--- config.mk ---
export PLATFORM = sky130hd
export DESIGN_NAME = tlb_mmu
export DESIGN_NICKNAME = d
export VERILOG_FILES = /design/src/verilog/tlb_pkg.sv /design/src/verilog/tlb_mmu.sv /design/src/verilog/tlb_hit_select.sv /design/src/verilog/tlb_entry.sv /design/src/verilog/tlb_write_ctrl.sv
export VERILOG_INCLUDE_DIRS = /design/src /design/src/verilog
export SDC_FILE = /design/constraint.sdc
export NUM_CORES = 2
export LEC_CHECK = 0
export BUFFER_PORTS_ARGS = -buffer_cell sky130_fd_sc_hd__clkbuf_2
export CORE_MARGIN = 8
export CORE_UTILIZATION = 32
export DETAILED_ROUTE_END_ITERATION = 10
export GPL_ROUTABILITY_DRIVEN = 0
export PLACE_DENSITY = 0.53
export SYNTH_ARGS = -nofsm -noshare
export SYNTH_HDL_FRONTEND = slang
export SYNTH_SLANG_ARGS = --single-unit
--- constraint.sdc ---
create_clock -name aclk -period 6.07 [get_ports aclk]
set_clock_uncertainty 0.05 [all_clocks]
set_input_delay 1.821 -clock aclk [delete_from_list [all_inputs] [get_ports aclk]]
set_output_delay 1.821 -clock aclk [all_outputs]
set_load 0.005 [all_outputs]
--- src/verilog/tlb_consts.svh ---
// TLB size, entry field widths and positions, exception codes, segment codes
`ifndef TLB_CONSTS_SVH
`define TLB_CONSTS_SVH

`define TLB_NUM      16           // joint TLB entries
`define TLB_IDX_W    4            // log2 of TLB_NUM
`define VPN2_W       19           // virtual page pair number
`define PFN_W        20           // physical frame number
`define ASID_W       8            // address space id

// stored EntryLo word is {PFN, C, D, V, G}
`define LO_W         26
`define LO_PFN_MSB   25
`define LO_C_MSB     5            // 3-bit cache attribute ends here
`define LO_D_BIT     2            // dirty, page writable
`define LO_V_BIT     1            // valid
`define LO_G_BIT     0            // global

`define CACHED_C     3'd3         // cacheable, noncoherent

`define EXC_NONE     2'd0
`define EXC_REFILL   2'd1         // no matching entry
`define EXC_INVALID  2'd2         // entry found, V clear
`define EXC_MOD      2'd3         // store to page with D clear

`define SEG_KSEG0    3'b100       // 0x8000_0000, unmapped cached
`define SEG_KSEG1    3'b101       // 0xa000_0000, unmapped uncached

`endif
--- src/verilog/tlb_pkg.sv ---
// virtual address union with segment and page views
`include "tlb_consts.svh"

package tlb_pkg;

    // one 32-bit address, read either by segment or by page
    typedef union packed {
        struct packed {
            logic [2:0]          seg;      // top bits pick kseg0/kseg1
            logic [28:0]         rest;
        } seg;
        struct packed {
            logic [`VPN2_W-1:0]  vpn2;     // even/odd page pair
            logic                odd;      // selects lo1 when set
            logic [11:0]         offset;   // asid sits in the low byte on EntryHi
        } page;
    } vaddr_u;

endpackage

--- src/verilog/tlb_mmu.sv ---
// top level joint TLB, write controller, entry array and hit selector
`timescale 1ns/10ps
`include "tlb_consts.svh"

module tlb_mmu (
    input  logic                          aclk,
    input  logic                          rst,
    input  logic [31:0]                   i_vaddr,
    input  logic [31:0]                   d_vaddr,
    input  logic                          d_is_store,
    input  logic [`ASID_W-1:0]            cur_asid,
    input  logic [31:0]                   entry_hi,
    input  logic [31:0]                   entry_lo0,
    input  logic [31:0]                   entry_lo1,
    input  logic [`TLB_IDX_W-1:0]         index,
    input  logic                          tlbwi,
    input  logic                          tlbwr,
    input  logic                          tlbp,
    output logic [31:0]                   i_paddr,
    output logic                          i_cached,
    output logic [1:0]                    i_except,
    output logic [31:0]                   d_paddr,
    output logic                          d_cached,
    output logic [1:0]                    d_except,
    output logic [`TLB_IDX_W-1:0]         probe_index,
    output logic                          probe_miss
);

    logic [`TLB_NUM-1:0]                  we;
    logic [`VPN2_W-1:0]                   wr_vpn2;
    logic [`ASID_W-1:0]                   wr_asid;
    logic                                 wr_g;
    logic [`LO_W-1:0]                     wr_lo0;
    logic [`LO_W-1:0]                     wr_lo1;
    logic [`TLB_NUM-1:0]                  i_hits;
    logic [`TLB_NUM-1:0]                  d_hits;
    logic [`TLB_NUM-1:0]                  p_hits;
    logic [`TLB_NUM-1:0][`LO_W-1:0]       i_los;
    logic [`TLB_NUM-1:0][`LO_W-1:0]       d_los;

    tlb_write_ctrl u_write_ctrl (
        .aclk       (aclk),
        .rst        (rst),
        .tlbwi      (tlbwi),
        .tlbwr      (tlbwr),
        .index      (index),
        .entry_hi   (entry_hi),
        .entry_lo0  (entry_lo0),
        .entry_lo1  (entry_lo1),
        .we         (we),
        .wr_vpn2    (wr_vpn2),
        .wr_asid    (wr_asid),
        .wr_g       (wr_g),
        .wr_lo0     (wr_lo0),
        .wr_lo1     (wr_lo1)
    );

    for (genvar gi = 0; gi < `TLB_NUM; gi++) begin : g_entry
        tlb_entry u_entry (
            .aclk     (aclk),
            .rst      (rst),
            .we       (we[gi]),
            .wr_vpn2  (wr_vpn2),
            .wr_asid  (wr_asid),
            .wr_g     (wr_g),
            .wr_lo0   (wr_lo0),
            .wr_lo1   (wr_lo1),
            .i_vaddr  (i_vaddr),
            .d_vaddr  (d_vaddr),
            .probe_hi (entry_hi),       // tlbp searches with EntryHi
            .cur_asid (cur_asid),
            .i_hit    (i_hits[gi]),
            .d_hit    (d_hits[gi]),
            .p_hit    (p_hits[gi]),
            .i_lo     (i_los[gi]),
            .d_lo     (d_los[gi])
        );
    end

    tlb_hit_select u_hit_select (
        .i_vaddr     (i_vaddr),
        .d_vaddr     (d_vaddr),
        .d_is_store  (d_is_store),
        .tlbp        (tlbp),
        .i_hits      (i_hits),
        .d_hits      (d_hits),
        .p_hits      (p_hits),
        .i_los       (i_los),
        .d_los       (d_los),
        .i_paddr     (i_paddr),
        .d_paddr     (d_paddr),
        .i_cached    (i_cached),
        .d_cached    (d_cached),
        .i_except    (i_except),
        .d_except    (d_except),
        .probe_index (probe_index),
        .probe_miss  (probe_miss)
    );

endmodule

--- src/verilog/tlb_hit_select.sv ---
// hit merge, address translation, exception priority and probe encoder
`timescale 1ns/10ps
`include "tlb_consts.svh"

module tlb_hit_select
    import tlb_pkg::*;
(
    input  vaddr_u                                i_vaddr,
    input  vaddr_u                                d_vaddr,
    input  logic                                  d_is_store,
    input  logic                                  tlbp,
    input  logic [`TLB_NUM-1:0]                   i_hits,
    input  logic [`TLB_NUM-1:0]                   d_hits,
    input  logic [`TLB_NUM-1:0]                   p_hits,
    input  logic [`TLB_NUM-1:0][`LO_W-1:0]        i_los,
    input  logic [`TLB_NUM-1:0][`LO_W-1:0]        d_los,
    output logic [31:0]                           i_paddr,
    output logic [31:0]                           d_paddr,
    output logic                                  i_cached,
    output logic                                  d_cached,
    output logic [1:0]                            i_except,
    output logic [1:0]                            d_except,
    output logic [`TLB_IDX_W-1:0]                 probe_index,
    output logic                                  probe_miss
);

    logic [34:0]            i_res;        // {paddr, cached, except}
    logic [34:0]            d_res;
    logic [`TLB_IDX_W-1:0]  p_enc;

    // shared by the fetch and data ports
    function automatic logic [34:0] translate(
        input vaddr_u                             va,
        input logic [`TLB_NUM-1:0]                hits,
        input logic [`TLB_NUM-1:0][`LO_W-1:0]     los,
        input logic                               is_store
    );
        logic [`LO_W-1:0]   lo;
        logic               unmapped;
        logic [1:0]         exc;
        logic [31:0]        paddr;
        logic               cached;
        lo = '0;
        for (int k = 0; k < `TLB_NUM; k++) begin
            lo = lo | (los[k] & {`LO_W{hits[k]}});   // at most one hit
        end
        unmapped = (va.seg.seg == `SEG_KSEG0) || (va.seg.seg == `SEG_KSEG1);
        if (unmapped) begin
            exc    = `EXC_NONE;
            paddr  = {3'b000, va.seg.rest};
            cached = (va.seg.seg == `SEG_KSEG0);
        end else begin
            if (!(|hits)) begin
                exc = `EXC_REFILL;
            end else if (!lo[`LO_V_BIT]) begin
                exc = `EXC_INVALID;
            end else if (is_store && !lo[`LO_D_BIT]) begin
                exc = `EXC_MOD;
            end else begin
                exc = `EXC_NONE;
            end
            paddr  = {lo[`LO_PFN_MSB -: `PFN_W], va.page.offset};
            cached = (exc == `EXC_NONE) && (lo[`LO_C_MSB -: 3] == `CACHED_C);
        end
        return {paddr, cached, exc};
    endfunction

    assign i_res = translate(i_vaddr, i_hits, i_los, 1'b0);   // fetch never writes
    assign d_res = translate(d_vaddr, d_hits, d_los, d_is_store);

    assign i_paddr  = i_res[34:3];
    assign i_cached = i_res[2];
    assign i_except = i_res[1:0];
    assign d_paddr  = d_res[34:3];
    assign d_cached = d_res[2];
    assign d_except = d_res[1:0];

    // one-hot to binary for tlbp
    always_comb begin
        p_enc = '0;
        for (int k = 0; k < `TLB_NUM; k++) begin
            if (p_hits[k]) begin
                p_enc = p_enc | `TLB_IDX_W'(k);
            end
        end
    end

    assign probe_index = tlbp ? p_enc : '0;
    assign probe_miss  = tlbp & ~(|p_hits);

endmodule

--- src/verilog/tlb_entry.sv ---
// single TLB entry, storage plus fetch, data and probe comparators
`timescale 1ns/10ps
`include "tlb_consts.svh"

module tlb_entry
    import tlb_pkg::*;
(
    input  logic                          aclk,
    input  logic                          rst,
    input  logic                          we,
    input  logic [`VPN2_W-1:0]            wr_vpn2,
    input  logic [`ASID_W-1:0]            wr_asid,
    input  logic                          wr_g,
    input  logic [`LO_W-1:0]              wr_lo0,
    input  logic [`LO_W-1:0]              wr_lo1,
    input  vaddr_u                        i_vaddr,
    input  vaddr_u                        d_vaddr,
    input  vaddr_u                        probe_hi,
    input  logic [`ASID_W-1:0]            cur_asid,
    output logic                          i_hit,
    output logic                          d_hit,
    output logic                          p_hit,
    output logic [`LO_W-1:0]              i_lo,
    output logic [`LO_W-1:0]              d_lo
);

    logic                   present;      // entry has been written since reset
    logic [`VPN2_W-1:0]     vpn2;
    logic [`ASID_W-1:0]     asid;
    logic                   g;
    logic [`LO_W-1:0]       lo0;          // even page
    logic [`LO_W-1:0]       lo1;          // odd page
    logic                   asid_ok;      // global or current asid matches

    always_ff @(posedge aclk) begin
        if (rst) begin
            present <= 1'b0;
        end else if (we) begin
            present <= 1'b1;
        end
    end

    always_ff @(posedge aclk) begin
        if (we) begin
            vpn2 <= wr_vpn2;
            asid <= wr_asid;
            g    <= wr_g;
            lo0  <= wr_lo0;
            lo1  <= wr_lo1;
        end
    end

    assign asid_ok = g | (cur_asid == asid);

    // no segment check here, hit select drops kseg hits
    assign i_hit = present & asid_ok & (i_vaddr.page.vpn2 == vpn2);
    assign d_hit = present & asid_ok & (d_vaddr.page.vpn2 == vpn2);

    // probe compares against the asid held in EntryHi
    assign p_hit = present & (probe_hi.page.vpn2 == vpn2)
                 & (g | (probe_hi.page.offset[`ASID_W-1:0] == asid));

    assign i_lo = i_vaddr.page.odd ? lo1 : lo0;   // even/odd page of the pair
    assign d_lo = d_vaddr.page.odd ? lo1 : lo0;

endmodule

--- src/verilog/tlb_write_ctrl.sv ---
// TLBWI/TLBWR write decode, replacement pointer, one-hot entry write enables
`timescale 1ns/10ps
`include "tlb_consts.svh"

module tlb_write_ctrl
    import tlb_pkg::*;
(
    input  logic                          aclk,
    input  logic                          rst,
    input  logic                          tlbwi,
    input  logic                          tlbwr,
    input  logic [`TLB_IDX_W-1:0]         index,
    input  vaddr_u                        entry_hi,
    input  logic [31:0]                   entry_lo0,
    input  logic [31:0]                   entry_lo1,
    output logic [`TLB_NUM-1:0]           we,
    output logic [`VPN2_W-1:0]            wr_vpn2,
    output logic [`ASID_W-1:0]            wr_asid,
    output logic                          wr_g,
    output logic [`LO_W-1:0]              wr_lo0,
    output logic [`LO_W-1:0]              wr_lo1
);

    logic [`TLB_IDX_W-1:0]  rand_ptr;     // replacement pointer for tlbwr
    logic [`TLB_IDX_W-1:0]  target;       // entry being written
    logic                   do_write;

    // counts down from the top entry, wraps at 0
    always_ff @(posedge aclk) begin
        if (rst) begin
            rand_ptr <= `TLB_IDX_W'(`TLB_NUM - 1);
        end else if (tlbwr && !tlbwi) begin   // tlbwi has priority
            if (rand_ptr == '0) begin
                rand_ptr <= `TLB_IDX_W'(`TLB_NUM - 1);
            end else begin
                rand_ptr <= rand_ptr - 1'b1;
            end
        end
    end

    assign target   = tlbwi ? index : rand_ptr;
    assign do_write = tlbwi | tlbwr;

    assign we = do_write ? (`TLB_NUM'(1) << target) : '0;

    // fields broadcast to every entry
    assign wr_vpn2 = entry_hi.page.vpn2;
    assign wr_asid = entry_hi.page.offset[`ASID_W-1:0];
    assign wr_g    = entry_lo0[`LO_G_BIT] & entry_lo1[`LO_G_BIT];   // global only if both pages say so
    assign wr_lo0  = entry_lo0[`LO_W-1:0];
    assign wr_lo1  = entry_lo1[`LO_W-1:0];

endmodule

==> flow_metrics.tcl <==
set metrics [dict create \
    synth_edf_count 1248 \
    crit_chain "buf_8 -> buf_12 -> buf_12 -> buf_4 -> xnor2_2 -> nand4_1 -> nor4_2 -> buf_4 -> nand4_1 -> buf_4 -> o22ai_1 -> nor4_1 -> o2111ai_2 -> o32a_1 -> buf_2" \
    initial_core_util_pct 32.1 \
    crit_start "d_vaddr[13]" \
    post-route-min-period_ns 6.80 \
    fin_crit_sh_pct 112 \
    critical_path.top_delay_family "buffers and inverters" \
    first_pass_iters 6 \
    core_region_area_um2 206000 \
    cts_root_buf "clkbuf_16" \
    worst_slack_ns -0.727 \
    synth_nets 5054 \
    rsz0062_at_grt "yes" \
    grtUsageTotal_pct 23.8 \
    hold_start "u_write_ctrl.rand_ptr[1]" \
    violations "setup timing" \
    routed_via_density 5.62 \
    drt_wl_total_um 279000 \
    ys_ff_latch 1268 \
    yosys_warnings 0 \
    synthTopCellsByArea "edfxtp_1 (57%), mux2i_1 (11%), xnor2_1 (9.8%), xor2_1 (5.6%), o22ai_1 (2.9%)" \
    start_kind "input port" \
    max_freq_mhz 147 \
    r2r_start "u_write_ctrl.rand_ptr[0]" \
    antenna_found_initial 29 \
    syn_area_um2 66300 \
    crit_fanout 9 \
    numPortBuffers 187 \
    n_fill_cell 18700 \
    cts_tree "built" \
    required_ns 4.20 \
    path_class "in -> out" \
    syn_avg_cell_area_um2 13.6 \
    cts_max_level 4 \
    clock_path_buffers 3 \
    crit_path_frequent_cell "buf_4" \
    clkLatencyLatePin_ns 0.80 \
    synthesis.instances 4875 \
    cts.sinks 1268 \
    yosysSeqAreaShare_pct 57.2 \
    max_stage_delay_ns 0.49 \
    relSlewSlack_pct 13.6 \
    cts_made_buffers 152 \
    grt-ovfl-total 0 \
    num_vias 49300 \
    ant_nets 0 \
    grt_max_degree 80 \
    p_leak_nw 32.9 \
    place_ws_ns -1.08 \
    cts_hold_buffers 0 \
    io-pin-count 253 \
    synthToLayoutAreaGrowth_pct 35.3 \
    grt_pass1_vias 48400 \
    tightest_slew_ns 1.30 \
    place_hpwl_um 190000 \
    grt_pass1_wl_um 379000 \
    vdd_drop_max_mv 0.224 \
    ys_async_sr_fraction_pct 0 \
    hold_viol 0 \
    crit_arrival_ns 4.93 \
    maxCapViolations 0 \
    synth_top_area_cell "edfxtp_1" \
    drt_iter0_drc 5759 \
    yosys.area.top_type_share_pct 56.6 \
    hold_slack_ns 0.545 \
    powerDensity_nw_per_um2 240 \
    end_kind "primary output" \
    finalMaxSlewViolations 0 \
    setup_viol 49 \
    die_w_um 471 \
    hold_path_class "reg -> reg" \
    num_rows 167 \
    cpMaxStageDelayCell "nor4_1" \
    path_buf_inv 7 \
    clk_pin_slew_ns 0.05 \
    power_mw 21.6 \
    yosysUniqueCellTypes 68 \
    dieArea_um2 222000 \
    drc 0 \
    ys.flop_type "edfxtp_1" \
    drive_gt1_share_pct 33.0 \
    routedWlPerCell_um 31.8 \
    outcome "finished with violations" \
    nets 6108 \
    chipHeight_um 471 \
]
[worst paths after layout]
check	slack, ns	cells after the start	end
setup / recovery	-0.73	15	d_paddr[26]
hold / removal	0.55	1	u_write_ctrl.rand_ptr[1]
setup reg to reg	3.29	4	g_entry[9].u_entry.lo1[23]
hold reg to reg	0.55	1	u_write_ctrl.rand_ptr[1]
[sequential cells by signal, summed over array words and instances, names as in the netlist]
name                     cells
g_entry.u_entry.lo0        400
g_entry.u_entry.lo1        400
g_entry.u_entry.vpn2       304
g_entry.u_entry.asid       128
g_entry.u_entry.g           16
g_entry.u_entry.present     16
u_write_ctrl.rand_ptr        4
[through the flow]
step           instance area, um^2  TNS (ns)  utilization (%)  instances
6_report                     89700    -18.84             43.4       8773
5_1_grt                      89600    -20.87             43.4       8761
4_1_cts                      86400    -18.23             41.9       8661
3_5_place_dp                 76800    -32.67             37.2       8219
3_3_place_gp                 76800    -32.33             37.2       8219
2_1_floorplan                66300   -419.76                -       4875
[what timing repair did]
item	in CTS	in global routing
gates resized for setup	586	449
cloned	8	3
setup endpoints to repair	51	51
setup buffers	166	110
pin swaps	239	250
[routing by layer]
metal | vias to the layer above | GRT usage [%] | part of all wire, %
met5 | - | 0 | 0.025
met4 | 12 | 11.1 | 5.3
met3 | 610 | 4.63 | 8.5
met2 | 2558 | 37.6 | 45
met1 | 25400 | 31.6 | 41
li1 | 20700 | - | -
[worst register-to-register path: cells and delay by family (launching register included)]
kind	cells	cell delay (ns)
AO/OA/AOI/OAI	1	0.51
AND/OR/NAND/NOR	1	0.66
buffers and inverters	2	0.73
flip-flops	1	0.43
[where the power goes]
group | total, mW | internal [mW] | switching, mW
combinational | 2.44 | 1.05 | 1.39
sequential | 9.90 | 9.79 | 0.110
clock | 9.22 | 5.36 | 3.86
total | 21.6 | 16.2 | 5.36
[layout make-up]
type | instances | area [um^2] | area share, %
timing repair buffer | 1247 | 13400 | 14.9
sequential | 1268 | 37900 | 42.2
inverter | 32 | 120 | 0.134
clock inverter | 86 | 906 | 1.01
multi-input combinational | 3228 | 29900 | 33.4
antenna | 16 | 40.0 | 0.0446
clock buffer | 192 | 4060 | 4.52
tap | 2704 | 3380 | 3.77
[Yosys cell counts, types with 7 or more instances]
master / n
a21oi_1: 21
a31oi_1: 7
a32oi_1: 8
a41o_1: 12
and2_1: 15
and3_1: 14
buf_1: 13
buf_2: 152
buf_4: 67
buf_6: 43
clkbuf_1: 67
dfxtp_1: 20
edfxtp_1: 1248
inv_1: 32
mux2_2: 46
mux2i_1: 738
nand2_1: 12
nand3_1: 59
nand4_1: 266
nor2_1: 219
nor4_1: 145
nor4_2: 25
o2111ai_1: 41
o22ai_1: 309
o32a_1: 32
o41ai_1: 9
or4_1: 12
xnor2_1: 743
xor2_1: 424
[cell usage in the layout, fill, tap and decap left out, types with 19 or more instances in the layout]
cell | netlist | final
nor2_1 | 219 | 185
clkbuf_8 | 0 | 19
xnor2_2 | 0 | 71
buf_8 | 3 | 48
inv_1 | 32 | 32
o22ai_2 | 0 | 77
nor4_2 | 25 | 71
nor4_1 | 145 | 69
nand4_1 | 266 | 266
buf_6 | 43 | 150
mux2_2 | 46 | 46
clkbuf_1 | 67 | 33
mux2i_1 | 738 | 738
clkinv_2 | 0 | 27
nor4_4 | 3 | 33
o32a_1 | 32 | 30
xor2_2 | 1 | 25
clkbuf_2 | 0 | 98
buf_2 | 152 | 29
edfxtp_1 | 1248 | 1248
xor2_1 | 424 | 400
o22ai_1 | 309 | 156
clkinv_1 | 0 | 25
buf_12 | 2 | 237
clkbuf_16 | 0 | 163
nand3_1 | 59 | 56
dfxtp_1 | 20 | 20
o22ai_4 | 0 | 76
o2111ai_1 | 41 | 24
buf_4 | 67 | 638
xnor2_1 | 743 | 667
[kinds of logic (layout without fill, tap and decap cells)]
logic type      count (synthesis)  count (layout)  share of synthesized area, %
buf+inv                       379            1557                          3.40
fa+ha+maj                       1               1                        0.0189
mux                           784             784                          11.9
simple gates                  805             805                          7.03
flops                        1268            1268                          57.2
other cells                     0              16                             0
compound gates                470             470                          5.01
xor+xnor                     1168            1168                          15.4
No activity file was read; power rests on OpenSTA's default activity.
